**config.mk**
```make
export PLATFORM = sky130hd
export DESIGN_NAME = pcm_core
export DESIGN_NICKNAME = d
export VERILOG_FILES = /design/src/pcm_pkg.sv /design/src/pcm_channel.sv /design/src/pcm_clkgen.sv /design/src/pcm_core.sv /design/src/pcm_mixer.sv /design/src/pcm_regs.sv
export SDC_FILE = /design/constraint.sdc
export NUM_CORES = 1
export LEC_CHECK = 0
export BUFFER_PORTS_ARGS = -buffer_cell sky130_fd_sc_hd__buf_2
export CAP_MARGIN = 5
export CORE_ASPECT_RATIO = 0.8
export CORE_MARGIN = 3
export CORE_UTILIZATION = 30
export DETAILED_ROUTE_END_ITERATION = 6
export PLACE_DENSITY_LB_ADDON = 0.15
export SYNTH_ARGS = -nofsm -noshare
export SYNTH_HDL_FRONTEND = slang
export SYNTH_SLANG_ARGS = --single-unit
```
**constraint.sdc**
```tcl
create_clock -name clk -period 5.3 [get_ports clk]
set_input_delay 0.53 -clock clk [delete_from_list [all_inputs] [get_ports clk]]
set_output_delay 0.53 -clock clk [all_outputs]
set_load 0.1 [all_outputs]
```
**src/pcm_pkg.sv**
```systemverilog
/*
 * shared types for the two-channel pcm sample player
 * vector typedefs for addresses, data, prescaler, gains and audio
 * channel state enum
 * sample offset constant
 */

package pcm_pkg;

    // sample rom byte address, 128 kbyte per channel
    typedef logic [16:0] rom_addr_t;

    // register or rom data byte
    typedef logic [7:0] byte_t;

    // register index, 0 to 13 in use
    typedef logic [3:0] reg_addr_t;

    // prescaler count and reload value
    typedef logic [11:0] pres_t;

    // prescaler mode
    // bit 0 set: 8-bit count only
    // else bit 1 set: split nibble count, address steps per nibble
    // else: full 12-bit count
    typedef logic [1:0] presel_t;

    // unsigned channel gain
    typedef logic [3:0] gain_t;

    // channel output, -64 to +63
    typedef logic signed [7:0] sample_t;

    // mixed output of both channels
    typedef logic signed [11:0] mix_t;

    // channel fsm
    typedef enum logic {
        CH_IDLE = 1'b0,
        CH_PLAY = 1'b1
    } chan_state_t;

    // midpoint of the 7-bit unsigned sample
    localparam byte_t SAMPLE_OFFSET = 8'h40;

endpackage

```
**src/pcm_channel.sv**
```systemverilog
/*
 * one pcm playback channel
 * prescaler counter with three overflow modes
 * rom address stepping, end marker with loop or stop
 * 7-bit unsigned to signed sample conversion
 */

`timescale 1ns/1ns

module pcm_channel import pcm_pkg::*; (
    input  logic      clk,
    input  logic      rst,
    input  logic      tick,
    // controls from the register file
    input  rom_addr_t start,
    input  pres_t     reload,
    input  presel_t   mode,
    input  logic      loop,
    input  logic      load,
    input  logic      play,
    // sample rom port
    output rom_addr_t rom_addr,
    output logic      rom_cs,
    input  byte_t     rom_dout,
    input  logic      rom_ok,
    // channel output
    output sample_t   snd
);

    chan_state_t state;
    pres_t       cnt;
    pres_t       cnt_next;
    rom_addr_t   addr_next;
    logic        over;
    logic        play_l;
    sample_t     conv;

    // overflow point depends on the prescaler mode
    always_comb begin
        if (mode[0]) begin
            over = &cnt[7:0];
        end else if (mode[1]) begin
            over = &cnt[11:8];
        end else begin
            over = &cnt;
        end
    end

    // split mode counts the low byte and top nibble apart
    always_comb begin
        if (mode[1] && !mode[0]) begin
            cnt_next[7:0]  = cnt[7:0] + 8'd1;
            cnt_next[11:8] = cnt[11:8] + 4'd1;
        end else begin
            cnt_next = cnt + pres_t'(1);
        end
    end

    // split mode steps every nibble with its own wrap
    always_comb begin
        if (mode[1] && !mode[0]) begin
            addr_next[3:0]   = rom_addr[3:0] + 4'd1;
            addr_next[7:4]   = rom_addr[7:4] + 4'd1;
            addr_next[11:8]  = rom_addr[11:8] + 4'd1;
            addr_next[16:12] = rom_addr[16:12] + 5'd1;
        end else begin
            addr_next = rom_addr + rom_addr_t'(1);
        end
    end

    // low seven bits around the midpoint
    assign conv   = $signed({1'b0, rom_dout[6:0]} - SAMPLE_OFFSET);
    assign rom_cs = (state == CH_PLAY);

    always_ff @(posedge clk or posedge rst) begin
        if (rst) begin
            state    <= CH_IDLE;
            cnt      <= '0;
            rom_addr <= '0;
            play_l   <= 1'b0;
            snd      <= '0;
        end else begin
            play_l <= play;
            if (tick) begin
                if (over) begin
                    cnt <= reload;
                    if (state == CH_PLAY) begin
                        // byte at the current address plays now
                        rom_addr <= addr_next;
                        snd      <= conv;
                        // bit 7 marks the last byte
                        if (rom_dout[7]) begin
                            if (loop) begin
                                rom_addr <= start;
                            end else begin
                                state <= CH_IDLE;
                            end
                        end
                    end
                end else begin
                    cnt <= cnt_next;
                end
            end
            // start on the rising edge of play
            if (play && !play_l) begin
                state    <= CH_PLAY;
                rom_addr <= start;
            end
            if (load) begin
                cnt <= reload;
            end
            // silent while idle
            if (state == CH_IDLE) begin
                snd <= '0;
            end
        end
    end

    // an idle channel outputs silence on the next cycle
    assert property (@(posedge clk) disable iff (rst) !rom_cs |=> (snd == '0));

    // rom data must be valid whenever a byte is taken
    assert property (@(posedge clk) disable iff (rst) (tick && over && rom_cs) |-> rom_ok);

endmodule

```
**src/pcm_clkgen.sv**
```systemverilog
/*
 * clock enable generator
 * E and Q enables of the 6809 host, a quarter of the cen rate each
 * channel tick at one eighth of the cen rate
 */

`timescale 1ns/1ns

module pcm_clkgen (
    input  logic clk,
    input  logic rst,
    input  logic cen,
    output logic cen_e,
    output logic cen_q,
    output logic tick
);

    // cen pulse counter, modulo 4
    logic [1:0] cen_cnt;
    // toggles with every cen_q
    logic       div2;

    always_ff @(posedge clk or posedge rst) begin
        if (rst) begin
            cen_cnt <= '0;
            div2    <= 1'b0;
            cen_e   <= 1'b0;
            cen_q   <= 1'b0;
            tick    <= 1'b0;
        end else begin
            if (cen) begin
                cen_cnt <= cen_cnt + 2'd1;
            end
            // q on count 1, e on count 3, half a cpu cycle apart
            cen_q <= cen && (cen_cnt == 2'd1);
            cen_e <= cen && (cen_cnt == 2'd3);
            // every second q slot drives the channels
            tick  <= cen && (cen_cnt == 2'd1) && div2;
            if (cen_q) begin
                div2 <= ~div2;
            end
        end
    end

    // e and q are taken from different counter phases
    assert property (@(posedge clk) disable iff (rst) !(cen_e && cen_q));

endmodule

```
**src/pcm_core.sv**
```systemverilog
/*
 * top level of the two-channel pcm sample player
 * clock enable generator, register file, two channels, mixer
 */

`timescale 1ns/1ns

module pcm_core import pcm_pkg::*; #(
    parameter bit GAIN_A_HIGH = 1'b1,
    parameter bit INVERT_A0   = 1'b0
) (
    input  logic      clk,
    input  logic      rst,
    input  logic      cen,
    // cpu port
    input  reg_addr_t addr,
    input  logic      dacs,
    input  logic      wr_n,
    input  byte_t     din,
    // 6809 clock enables
    output logic      cen_e,
    output logic      cen_q,
    // channel A sample rom
    output rom_addr_t roma_addr,
    output logic      roma_cs,
    input  byte_t     roma_dout,
    input  logic      roma_ok,
    // channel B sample rom
    output rom_addr_t romb_addr,
    output logic      romb_cs,
    input  byte_t     romb_dout,
    input  logic      romb_ok,
    // audio
    output sample_t   snda,
    output sample_t   sndb,
    output mix_t      snd
);

    logic      tick;
    rom_addr_t start_a, start_b;
    pres_t     reload_a, reload_b;
    presel_t   mode_a, mode_b;
    logic      loop_a, loop_b;
    logic      load_a, load_b;
    logic      play_a, play_b;
    gain_t     gain_a, gain_b;

    pcm_clkgen u_clkgen (
        .clk   (clk),
        .rst   (rst),
        .cen   (cen),
        .cen_e (cen_e),
        .cen_q (cen_q),
        .tick  (tick)
    );

    pcm_regs #(
        .GAIN_A_HIGH (GAIN_A_HIGH),
        .INVERT_A0   (INVERT_A0)
    ) u_regs (
        .clk      (clk),
        .rst      (rst),
        .addr     (addr),
        .dacs     (dacs),
        .wr_n     (wr_n),
        .din      (din),
        .start_a  (start_a),
        .reload_a (reload_a),
        .mode_a   (mode_a),
        .loop_a   (loop_a),
        .load_a   (load_a),
        .play_a   (play_a),
        .start_b  (start_b),
        .reload_b (reload_b),
        .mode_b   (mode_b),
        .loop_b   (loop_b),
        .load_b   (load_b),
        .play_b   (play_b),
        .gain_a   (gain_a),
        .gain_b   (gain_b)
    );

    pcm_channel u_cha (
        .clk      (clk),
        .rst      (rst),
        .tick     (tick),
        .start    (start_a),
        .reload   (reload_a),
        .mode     (mode_a),
        .loop     (loop_a),
        .load     (load_a),
        .play     (play_a),
        .rom_addr (roma_addr),
        .rom_cs   (roma_cs),
        .rom_dout (roma_dout),
        .rom_ok   (roma_ok),
        .snd      (snda)
    );

    pcm_channel u_chb (
        .clk      (clk),
        .rst      (rst),
        .tick     (tick),
        .start    (start_b),
        .reload   (reload_b),
        .mode     (mode_b),
        .loop     (loop_b),
        .load     (load_b),
        .play     (play_b),
        .rom_addr (romb_addr),
        .rom_cs   (romb_cs),
        .rom_dout (romb_dout),
        .rom_ok   (romb_ok),
        .snd      (sndb)
    );

    pcm_mixer u_mixer (
        .clk    (clk),
        .rst    (rst),
        .snda   (snda),
        .sndb   (sndb),
        .gain_a (gain_a),
        .gain_b (gain_b),
        .snd    (snd)
    );

endmodule

```
**src/pcm_mixer.sv**
```systemverilog
/*
 * two-stage channel mixer
 * per-channel gain multiply, then the sum
 */

`timescale 1ns/1ns

module pcm_mixer import pcm_pkg::*; (
    input  logic    clk,
    input  logic    rst,
    input  sample_t snda,
    input  sample_t sndb,
    input  gain_t   gain_a,
    input  gain_t   gain_b,
    output mix_t    snd
);

    // scaled channels up to 64 * 15 in magnitude
    mix_t amp_a;
    mix_t amp_b;
    // gains as positive signed operands
    logic signed [4:0] gain_a_s;
    logic signed [4:0] gain_b_s;

    assign gain_a_s = $signed({1'b0, gain_a});
    assign gain_b_s = $signed({1'b0, gain_b});

    always_ff @(posedge clk or posedge rst) begin
        if (rst) begin
            amp_a <= '0;
            amp_b <= '0;
            snd   <= '0;
        end else begin
            // stage 1 scales each channel
            amp_a <= mix_t'(snda * gain_a_s);
            amp_b <= mix_t'(sndb * gain_b_s);
            // stage 2 sum stays within 1920 and needs no saturation
            snd   <= amp_a + amp_b;
        end
    end

endmodule

```
**src/pcm_regs.sv**
```systemverilog
/*
 * cpu register file of the sample player
 * write decode of the 14 byte registers
 * field decode for both channels and the gain nibbles
 * load and play pulses
 */

`timescale 1ns/1ns

module pcm_regs import pcm_pkg::*; #(
    parameter bit GAIN_A_HIGH = 1'b1,
    parameter bit INVERT_A0   = 1'b0
) (
    input  logic      clk,
    input  logic      rst,
    input  reg_addr_t addr,
    input  logic      dacs,
    input  logic      wr_n,
    input  byte_t     din,
    // channel A controls
    output rom_addr_t start_a,
    output pres_t     reload_a,
    output presel_t   mode_a,
    output logic      loop_a,
    output logic      load_a,
    output logic      play_a,
    // channel B controls
    output rom_addr_t start_b,
    output pres_t     reload_b,
    output presel_t   mode_b,
    output logic      loop_b,
    output logic      load_b,
    output logic      play_b,
    // mixer gains
    output gain_t     gain_a,
    output gain_t     gain_b
);

    localparam int NUM_REGS = 14;

    byte_t     mmr [NUM_REGS];
    reg_addr_t addrj;
    logic      wr;

    // the original part decodes with A0 inverted
    assign addrj = INVERT_A0 ? (addr ^ reg_addr_t'(1)) : addr;
    // indices 14 and 15 are not backed by a register
    assign wr    = dacs && !wr_n && (addrj < reg_addr_t'(NUM_REGS));

    always_ff @(posedge clk or posedge rst) begin
        if (rst) begin
            for (int i = 0; i < NUM_REGS; i++) begin
                mmr[i] <= '0;
            end
            load_a <= 1'b0;
            load_b <= 1'b0;
            play_a <= 1'b0;
            play_b <= 1'b0;
        end else begin
            if (wr) begin
                mmr[addrj] <= din;
            end
            // prescaler reload follows a write to either reload byte
            load_a <= wr && (addrj == 4'd0 || addrj == 4'd1);
            load_b <= wr && (addrj == 4'd6 || addrj == 4'd7);
            // play needs only the chip select, reads trigger too
            play_a <= dacs && (addrj == 4'd5);
            play_b <= dacs && (addrj == 4'd11);
        end
    end

    // channel A fields, registers 0 to 4
    assign reload_a = {mmr[1][3:0], mmr[0]};
    assign mode_a   = mmr[1][5:4];
    assign start_a  = {mmr[4][0], mmr[3], mmr[2]};

    // channel B fields, registers 6 to 10
    assign reload_b = {mmr[7][3:0], mmr[6]};
    assign mode_b   = mmr[7][5:4];
    assign start_b  = {mmr[10][0], mmr[9], mmr[8]};

    // register 13 holds both loop flags
    assign loop_a = mmr[13][0];
    assign loop_b = mmr[13][1];

    // register 12 nibble order set per board
    assign gain_a = GAIN_A_HIGH ? mmr[12][7:4] : mmr[12][3:0];
    assign gain_b = GAIN_A_HIGH ? mmr[12][3:0] : mmr[12][7:4];

    // play pulses come one cycle after the chip select
    assert property (@(posedge clk) disable iff (rst)
        (play_a || play_b) |-> $past(dacs));

endmodule

```
[Word level (Yosys, flattened, before mapping)]
Cells that the tools add are included.
W data, S select, Z words.
Storage, ports and cells
  flip-flop bits (word level): 236
  bits in latches: 0
  bits in writable memories: 0
  bits in read-only memories: 0
  bits of input ports: 35
  output and inout bits: 66
  logic and storage cells: 163
  memories kept: 0
Cells by class
  add/sub/neg operators: 20
  multipliers: 2
  div/mod/pow operators: 0
  magnitude comparators: 3
  equality and inequality tests: 11
  shift-type cells: 0
  muxes and demuxes: 47
  bitwise operators: 2
  reductions and logical operators: 42
Operators by type and width (number)
  $mux W17: 14
  $bwmux W112: 1
  $mux W12: 8
  $mux W8: 7
  $add A17 B1 Y17 const B: 2
  $add A4 B1 Y4 const B: 8
  $demux W8 S4: 1
  $add A12 B1 Y12 const B: 2
  $mul A8 B5 Y12: 2
  $reduce_and A12 Y1: 2
  $add A8 B1 Y8 const B: 2
  $mux W1: 16
  $reduce_and A8 Y1: 2
  $reduce_bool A2 Y1: 8
  $sub A7 B7 Y8 const B: 2
  $logic_and A1 B1 Y1: 14
  $add A12 B12 Y12: 1
  $eq A4 B3 Y1 const B: 3
  $add A5 B1 Y5 const B: 2
  $ne A2 B2 Y1 const B: 4
  $reduce_and A2 Y1: 4
  $reduce_and A4 Y1: 2
  $reduce_and A3 Y1: 2
  $ge A5 B5 Y1 const B: 1
  other kinds (12): 17

[Longest topological paths before layout]
Gate-level depths: netlist (run 1).
  depth in word-level cells: 9
  gate-level depth with buffers: 12
  depth with buffers taken out: 12

[Cells and area by module]
A second synthesis (run 1) with hierarchy kept.
Unflattened totals
  cell total of the unflattened synthesis: 1157
  area, all modules: 11947.7 um2
By module, submodules not included
  pcm_channel: instances 2, cells each 282, area each 2503.7 um2
  pcm_mixer: instances 1, cells each 398, area each 3746.1 um2
  pcm_regs: instances 1, cells each 179, area each 2962.8 um2
  pcm_clkgen: instances 1, cells each 16, area each 231.5 um2

[Worst setup path after synthesis (run 1)]
OpenSTA, ideal clock, no wires.
  kind: register to register
  from: register u_chb.snd[3]
  to: register u_mixer.amp_b[11]
  data arrival time: 3.622 ns
  required time: 5.220 ns
  path slack: 1.598 ns
  cell stages (with the launch flop): 13
  clock period less this slack: 3.702 ns
  path through: dfrtp_1 -> and2_1 -> ha_1 -> fa_1 -> inv_1 -> fa_1 -> inv_1 -> ha_1 -> nand3_1 -> o211ai_1 -> o211ai_1 -> o21ai_0 -> xnor2_1
Between the ends
  longest elaborated chain between the ends: 1
RTL lines
  from (decl): line pcm_channel.sv:27  | output sample_t snd
  from (signal assigned): line pcm_channel.sv:90  | snd <= conv;
  $mul A8 B5 Y12: line pcm_mixer.sv:36  | amp_b <= mix_t'(sndb * gain_b_s);
  to (signal assigned): line pcm_mixer.sv:36
  to (decl): line pcm_mixer.sv:20  | mix_t amp_b;
No other way between the ends.
A chain may end at the register's enable or synchronous reset.

[Worst setup path after layout (run 1)]
Ends and elaborated chain as after synthesis.

==> impl_metrics.tcl, run 1 <==
set metrics [dict create \
    outcome "finished clean" \
    dpl-instance-area_um2 12400 \
    synth_seq_area_share 0.426 \
    finalCriticalPeriod_ns 3.44 \
    tightest_slew_ns 1.12 \
    synth.cell_area_um2 11400 \
    postSynth.asyncResetShare 1.00 \
    critPathMaxFanout 6 \
    avgSynthCellArea_um2 10.4 \
    fp.dieArea_um2 40400 \
    place_inst 1656 \
    die_w_um 224 \
    hp-class "in -> async" \
    drv_cap 0 \
    cts_max_path_buffers 2 \
    area_growth_pct 14.2 \
    drive_above_1_share 0.188 \
    min_period_over_period 0.649 \
    slowest_stage "fa_1" \
    io-pin-count 101 \
    grt_pass1_vias 8013 \
    cts-hold-fix-buffers 0 \
    yosys_warnings 0 \
    layout_commonest_cell "dfrtp_1" \
    regArea_um2 4850 \
    wl_per_cell_um 16.8 \
    grt_use_total 0.144 \
    num-nets-final 1323 \
    antenna_found_initial 3 \
    yosysUniqueCellTypes 68 \
    grt_remaining_overflow 0 \
    multi_input_area_um2 6030 \
    drt_iter0_markers 539 \
    rsz0062_at_grt "no" \
    startpoint_type "flip-flop" \
    synth_seq_cells 194 \
    setup_violations 0 \
    grt_max_degree 150 \
    grt_pass1_wl_um 46100 \
    fillers 3754 \
    drt_first_pass_iters 7 \
    die_y_um 180 \
    place_ws_ns 1.83 \
    hold_viol_final 0 \
    cts_resized 0 \
    synth_edf_count 0 \
    max-vdd-ir-drop_v 0.000389 \
    cts-root-buf "clkbuf_16" \
    htree_levels 4 \
    crit_path_end_kind "flip-flop" \
    rows 63 \
    fin_skew_ns 0.0161 \
    slowest_delay_ns 0.54 \
    cellPowerDensity_nw_per_um2 504 \
    start_util 0.306 \
    setup_slack_ns 1.86 \
    clock_sinks 194 \
    path_clk_slew_ns 0.07 \
    relSlewSlack 0.254 \
    cts_buffers 17 \
    required_ns 5.67 \
    cts_setup_buffers 0 \
    core_area_um2 37300 \
    drc 0 \
    syn_inst 1100 \
    leakagePower_nw 6.27 \
    syn_nets 1235 \
    finalSetupTns_ns 0 \
    final_max_slew_viol_count 0 \
    mostFrequentLayoutCells "dfrtp_1 (194), buf_2 (98), inv_1 (89), nand2_1 (81), mux2_2 (79)" \
    holdWs_ns 0.260 \
    synth-main-ff-cell "dfrtp_1" \
    io_buffer_count 98 \
    fin_area_um2 13000 \
    worstPathArrival_ns 3.80 \
    fmax_mhz 291 \
    ant_nets 0 \
    path_class "reg -> reg" \
    vias 8328 \
    diodes 0 \
    vias_per_cell 4.93 \
    stdcell_count 1688 \
    tritoncts "done" \
    place.gp.congestion 0.771 \
    finalWirelength_um 28400 \
    path_cells "and2_1 > ha_1 > fa_1 > inv_1 > fa_1 > inv_1 > ha_1 > nand3_1 > o211ai_1 > o211ai_1 > o21ai_0 > xnor2_1" \
    dpl.hpwl_um 20100 \
    insertion_delay_ns 0.45 \
]
[power by group]
part	switching [mW]	internal, mW	total, mW
clock network	0.633	0.773	1.41
registers	0.404	1.87	2.27
logic	2.07	0.813	2.88
total	3.10	3.45	6.56
[layout make-up]
| class | count | share of cell area |
|---|---|---|
| clock buffers | 18 | 0.0338 |
| clock inverters | 14 | 0.0143 |
| inverters | 90 | 0.0263 |
| multi-input cells | 781 | 0.463 |
| flip-flops and latches | 194 | 0.373 |
| well taps | 487 | 0.0468 |
| repair buffers | 104 | 0.0421 |
[path summary, 6_finish.rpt]
check,start,endpoint,cells past startpoint,slack [ns]
setup / recovery,u_chb.snd[3]$_DFFE_PP0P_,u_mixer.amp_b[11]$_DFF_PP0_,12,1.86
hold / removal,rst,u_cha.cnt[0]$_DFFE_PP0P_,3,0.26
setup reg to reg,u_chb.snd[3]$_DFFE_PP0P_,u_mixer.amp_b[11]$_DFF_PP0_,12,1.86
hold reg to reg,u_regs.play_b$_DFF_PP0_,u_chb.play_l$_DFF_PP0_,0,0.37
max in group asynchronous,rst,u_cha.snd[5]$_DFFE_PP0P_,4,3.90
min in group clk,roma_dout[6],u_cha.snd[6]$_DFFE_PP0P_,2,0.28
[worst max-delay path: cells and delay by family (launching register included)]
family / cells / cell delay (ns)
fa+ha+maj: 4 / 1.71
compound gates: 3 / 0.66
flops: 1 / 0.47
simple gates: 2 / 0.28
xor+xnor: 1 / 0.14
buf+inv: 2 / 0.11
[kinds of logic after synthesis]
logic type	synth area share
fa+ha+maj	0.130
xor+xnor	0.0315
compound gates	0.128
mux	0.0939
buf+inv	0.0450
flops	0.426
simple gates	0.145
[metrics by stage]
stage | power, mW | utilization
floorplan | 4.60 | -
global placement | 5.19 | 0.332
detailed placement | 5.20 | 0.332
CTS | 6.65 | 0.349
global route | 7.01 | 0.349
finish | 6.56 | 0.349
[synth_stat cells, types with 14 or more instances]
library cell / number / share of area
dfrtp_1: 194 / 0.43
mux2_2: 79 / 0.078
nand2_1: 81 / 0.027
xor2_1: 15 / 0.012
nand4_1: 14 / 0.0077
nor2b_1: 18 / 0.0099
nand3_1: 40 / 0.018
ha_1: 69 / 0.076
a21oi_1: 69 / 0.030
xnor2_1: 26 / 0.020
mux2i_1: 18 / 0.016
o21ai_0: 43 / 0.019
and2_1: 49 / 0.027
nor2_1: 60 / 0.020
inv_1: 90 / 0.030
clkbuf_1: 20 / 0.0066
fa_1: 31 / 0.054
a31oi_1: 15 / 0.0082
[state kept, by name, summed over array words and instances, names as in the netlist, 2 cells and up]
register          flops
u_regs.mode_b         2
u_chb.snd             7
u_regs.mode_a         2
u_regs.gain_b         4
u_cha.cnt            12
u_regs.reload_a      12
u_chb.rom_addr       17
u_cha.rom_addr       17
u_mixer.amp_b        12
u_regs.start_a       17
u_mixer.amp_a        12
u_mixer.snd          12
u_regs.reload_b      12
u_regs.gain_a         4
u_clkgen.cen_cnt      2
u_chb.cnt            12
u_regs.start_b       17
u_cha.snd             7
[metal layers]
metal / wire [um] / track usage / up-vias / share of wire
met5: 41 / 0 / - / 0.0014
met2: 12200 / 0.212 / 122 / 0.43
met4: 179 / 0.0312 / 6 / 0.0063
met1: 14900 / 0.216 / 4127 / 0.53
li1: - / - / 4053 / -
met3: 1000 / 0.0313 / 20 / 0.035
Note: power is estimated with default switching activity, not from simulation.
==> run 2, diff against run 1 <==
==> constraint.sdc (replaced) <==
create_clock -name clk -period 3.23 [get_ports clk]
set_input_delay 0.323 -clock clk [delete_from_list [all_inputs] [get_ports clk]]
set_output_delay 0.323 -clock clk [all_outputs]
set_load 0.1 [all_outputs]
==> impl_metrics.tcl, run 2 (synthesized netlist as in run 1, its figures left out) <==
set metrics [dict create \
    antenna_found_initial 0 \
    grt_use_total 0.150 \
    whs_path_depth 2 \
    cellPowerDensity_nw_per_um2 816 \
    grt_remaining_overflow 0 \
    holdWs_ns 0.104 \
    dpl-instance-area_um2 12700 \
    place_inst 1677 \
    io_buffer_count 98 \
    grt_use_met2 0.237 \
    layout_commonest_cell "dfrtp_1" \
    final_max_slew_viol_count 0 \
    place.gp.congestion 0.794 \
    grt_pass1_wl_um 48000 \
    area_growth_pct 19.1 \
    leakagePower_nw 6.35 \
    drive_above_1_share 0.268 \
    r2r-start "u_regs.gain_b[2]$_DFFE_PP0P_" \
    die_y_um 180 \
    min-delay-start "roma_dout[6]" \
    num-nets-final 1357 \
    drv_cap 0 \
    fin_area_um2 13600 \
    grt-busiest-layer "met2" \
    worstRegToRegCells 13 \
    drc 0 \
    grt_pass1_vias 8456 \
    vias 8502 \
    tightest_slew_ns 0.919 \
    hold_viol_final 0 \
    finalWirelength_um 29600 \
    relSlewSlack 0.388 \
    vias_per_cell 4.94 \
    cts_buffers 17 \
    grt_max_degree 44 \
    dpl.hpwl_um 21400 \
    drt_iter0_markers 461 \
    setup_violations 0 \
    min_period_over_period 0.966 \
    r2r_slack_ns 0.11 \
    max-vdd-ir-drop_v 0.000513 \
    core_area_um2 37300 \
    rows 63 \
    fmax_mhz 320 \
    crit_path_end_kind "flip-flop" \
    tritoncts "done" \
    critPathMaxFanout 8 \
    fp.dieArea_um2 40400 \
    rsz0062_at_grt "yes" \
    insertion_delay_ns 0.45 \
    ant_nets 0 \
    die_w_um 224 \
    stdcell_count 1721 \
    start_util 0.306 \
    cts_max_path_buffers 2 \
    outcome "finished clean" \
    startpoint_type "flip-flop" \
    met3_usage 0.0306 \
    hp-class "in -> reg" \
    clock_sinks 194 \
    io-pin-count 101 \
    wl_per_cell_um 17.2 \
    worstPathArrival_ns 3.44 \
    mostFrequentLayoutCells "dfrtp_1 (176), buf_2 (98), nand2_1 (79), mux2_2 (79), inv_1 (74)" \
    finalCriticalPeriod_ns 3.12 \
    required_ns 3.55 \
    path_clk_slew_ns 0.07 \
    use_met1 0.213 \
    drt_first_pass_iters 5 \
    power_mw 11.1 \
    path_class "reg -> reg" \
    diodes 0 \
    htree_levels 4 \
    fin_skew_ns 0.0167 \
    cts-root-buf "clkbuf_16" \
    min_to "u_cha.snd[6]$_DFFE_PP0P_" \
    final_util 0.364 \
    reg2reg_to "u_mixer.amp_b[11]$_DFF_PP0_" \
]
==> run 2: changes by cell type in the layout (fill, tap and decap cells not counted), sizes merged <==
cell	previous run	this run
buf	104	137
inv	97	90
clkbuf	18	24
bufinv	3	1
clkinvlp	1	3
dlygate4sd3	0	1
==> run 2: layout make-up <==
cell class / count / area [um2]
Sequential cell: 194 / 4880
Fill cell: 3808 / 23700
Timing Repair Buffer: 138 / 826
Tap cell: 487 / 609
Clock inverter: 7 / 76.3
Multi-Input combinational cell: 781 / 6340
Inverter: 90 / 344
Clock buffer: 24 / 492
==> run 2: timing repair <==
action / CTS / global route
resized for setup: 1 / 46
hold buffers: 1 / 0
setup endpoints to repair: 1 / 9
hold endpoints to repair: 6 / 0
pin swaps: 0 / 52
buffers inserted: 0 / 12
==> run 2: worst max-delay path by stage <==
stage / from / endpoint
global route: u_regs.gain_b[2]$_DFFE_PP0P_ / u_mixer.amp_b[11]$_DFF_PP0_
CTS: u_regs.gain_b[3]$_DFFE_PP0P_ / u_mixer.amp_b[11]$_DFF_PP0_
finish: u_regs.gain_b[2]$_DFFE_PP0P_ / u_mixer.amp_b[11]$_DFF_PP0_
floorplan: u_chb.snd[4]$_DFFE_PP0P_ / u_mixer.amp_b[11]$_DFF_PP0_
detailed placement: u_regs.gain_b[2]$_DFFE_PP0P_ / u_mixer.amp_b[11]$_DFF_PP0_
global placement: u_regs.gain_b[2]$_DFFE_PP0P_ / u_mixer.amp_b[11]$_DFF_PP0_
==> run 2: where the power goes <==
group | switching (mW) | internal, mW | total, mW
clock network | 0.975 | 1.15 | 2.12
registers | 0.631 | 3.08 | 3.71
logic | 3.60 | 1.63 | 5.23
==> run 2: critical path, stage by stage, from the launching register on <==
cell	delay, ns
dfrtp_2	0.47
buf_6	0.14
nand2_4	0.06
inv_2	0.05
ha_4	0.23
fa_1	0.49
inv_2	0.04
fa_1	0.47
inv_1	0.04
ha_2	0.18
or3_1	0.33
o211ai_1	0.24
o21ai_1	0.13
xnor2_1	0.13
==> run 2: per-stage QoR <==
step | setup slack [ns] | TNS (ns)
detailed placement | -0.000157 | -0.000157
floorplan | -0.0292 | -0.0352
CTS | 0.000150 | 0
global route | -0.0592 | -0.0720
finish | 0.108 | 0
global placement | 0.00832 | 0
==> run 2: layer usage <==
layer | routed length, um | share of wire | vias up
li1 | - | - | 4105
met1 | 14600 | 0.49 | 4248
met2 | 13800 | 0.47 | 131
met3 | 916 | 0.031 | 18
met4 | 221 | 0.0075 | 0
met5 | 0 | 0 | -
==> run 3, diff against run 2 <==
--- a/config.mk
+++ b/config.mk
@@ -12,6 +12,7 @@
 export CORE_UTILIZATION = 30
 export DETAILED_ROUTE_END_ITERATION = 6
 export PLACE_DENSITY_LB_ADDON = 0.15
+export REMOVE_ABC_BUFFERS = 1
 export SYNTH_ARGS = -nofsm -noshare
 export SYNTH_HDL_FRONTEND = slang
 export SYNTH_SLANG_ARGS = --single-unit
==> impl_metrics.tcl, run 3 (synthesized netlist as in run 1, its figures left out) <==
set metrics [dict create \
    outcome "finished clean" \
    p_int_mw 5.81 \
    drc 0 \
    vias 8572 \
    startpoint_type "flip-flop" \
    place_ws_ns -0.160 \
    setup_violations 0 \
    diodes 0 \
    io_buffer_count 98 \
    grt_pass1_wl_um 47900 \
    power_mw 11.1 \
    hold_viol_final 0 \
    cts_max_path_buffers 2 \
    dpl-instance-area_um2 12800 \
    multi_input_area_um2 6350 \
    setup_slack_ns 0.0831 \
    drv_cap 0 \
    fillers 3757 \
    min-delay-start "roma_dout[6]" \
    min_to "u_cha.snd[6]$_DFFE_PP0P_" \
    io-pin-count 101 \
    fin_skew_ns 0.0172 \
    rsz0062_at_grt "yes" \
    path_clk_slew_ns 0.09 \
    hp-class "in -> reg" \
    grt_use_total 0.150 \
    swShare 0.477 \
    drt_first_pass_iters 5 \
    p_switching_mw 5.29 \
    r2r-start "u_regs.gain_b[3]$_DFFE_PP0P_" \
    worstPathArrival_ns 3.52 \
    drive_above_1_share 0.272 \
    tritoncts "done" \
    wl_per_cell_um 17.1 \
    combPwrFrac 0.472 \
    worstRegToRegCells 12 \
    core_area_um2 37300 \
    reg2reg_to "u_mixer.amp_b[11]$_DFF_PP0_" \
    final_max_slew_viol_count 0 \
    dpl.hpwl_um 21100 \
    place.gp.congestion 0.778 \
    grt_remaining_overflow 0 \
    fmax_mhz 318 \
    finalCriticalPeriod_ns 3.15 \
    cts-root-buf "clkbuf_16" \
    grt_max_degree 79 \
    htree_levels 4 \
    r2r_slack_ns 0.08 \
    min_period_over_period 0.974 \
    relSlewSlack 0.421 \
    vias_per_cell 4.92 \
    die_y_um 180 \
    whs_path_depth 2 \
    insertion_delay_ns 0.46 \
    mostFrequentLayoutCells "dfrtp_1 (188), buf_2 (98), nand2_1 (79), mux2_2 (79), inv_1 (78)" \
    seqPwrFrac 0.331 \
    fp.dieArea_um2 40400 \
    cts_buffers 17 \
    leakagePower_nw 6.47 \
    antenna_found_initial 1 \
    max-vdd-ir-drop_v 0.000688 \
    start_util 0.306 \
    fin_area_um2 13700 \
    grt_pass1_vias 8588 \
    cellPowerDensity_nw_per_um2 809 \
    layout_commonest_cell "dfrtp_1" \
    rows 63 \
    holdWs_ns 0.0728 \
    critPathMaxFanout 7 \
    pwr-share-clk 0.197 \
    tightest_slew_ns 0.868 \
    clock_sinks 194 \
    required_ns 3.60 \
    ant_nets 0 \
    drt_iter0_markers 516 \
    num-nets-final 1377 \
    regArea_um2 4860 \
    path_class "reg -> reg" \
    die_w_um 224 \
    area_growth_pct 20.4 \
    finalWirelength_um 29800 \
    crit_path_end_kind "flip-flop" \
]
==> run 3: worst max path at each step <==
stage                             endpoint                    startpoint  depth (start not counted)
2_1_floorplan     u_cha.cnt[0]$_DFFE_PP0P_                           rst                          1
3_3_place_gp   u_mixer.amp_b[11]$_DFF_PP0_  u_regs.gain_b[3]$_DFFE_PP0P_                         12
3_5_place_dp   u_mixer.amp_b[11]$_DFF_PP0_  u_regs.gain_b[3]$_DFFE_PP0P_                         12
4_1_cts        u_mixer.amp_b[11]$_DFF_PP0_  u_regs.gain_b[2]$_DFFE_PP0P_                         12
5_1_grt        u_mixer.amp_b[11]$_DFF_PP0_  u_regs.gain_b[3]$_DFFE_PP0P_                         13
6_report       u_mixer.amp_b[11]$_DFF_PP0_  u_regs.gain_b[3]$_DFFE_PP0P_                         12
==> run 3: power groups by stage <==
stage          registers [mW]  logic, mW  clock network (mW)
2_1_floorplan            5.47       2.03                   0
3_3_place_gp             3.70       5.03                   0
3_5_place_dp             3.70       5.05                   0
4_1_cts                  3.66       5.11                2.26
5_1_grt                  3.77       5.69                2.38
6_report                 3.68       5.24                2.19
==> run 3: per-layer routing <==
layer,share of wire,GRT usage,vias to the layer above,wire length (um)
met4,0.013,0.0389,2,383
met3,0.035,0.0285,23,1040
li1,-,-,4151,-
met5,0.00044,0,-,13
met2,0.43,0.222,142,12800
met1,0.52,0.226,4254,15600
==> run 3: area by class of cell <==
class	instances	share of cell area
multi-input cells	781	0.463
flip-flops and latches	194	0.354
repair buffers	158	0.0700
well taps	487	0.0444
clock buffers	18	0.0313
inverters	90	0.0254
clock inverters	14	0.0119
==> run 3: what timing repair did <==
action	in CTS	in global routing
endpoints found under the hold margin	75	0
resized for setup	13	55
setup buffers	1	3
pin swaps	8	51
hold buffers	1	0
setup endpoints to repair	7	10
==> run 3: through the flow <==
step / util / setup TNS, ns / cells
3_5_place_dp: 0.342 / -0.311 / 1705
3_3_place_gp: 0.342 / -0.0970 / 1705
6_report: 0.368 / 0 / 1742
2_1_floorplan: - / -469.43 / 1065
5_1_grt: 0.368 / -0.177 / 1742
4_1_cts: 0.361 / 0 / 1739
==> run 3: critical path, stage by stage (launching register included) <==
cell      delay, ns
dfrtp_2        0.46
and2_4         0.18
ha_4           0.25
inv_2          0.03
fa_1           0.49
fa_1           0.51
inv_2          0.05
ha_4           0.27
nand3_2        0.05
o211ai_1       0.25
o211ai_1       0.18
o21ai_1        0.21
xnor2_1        0.13
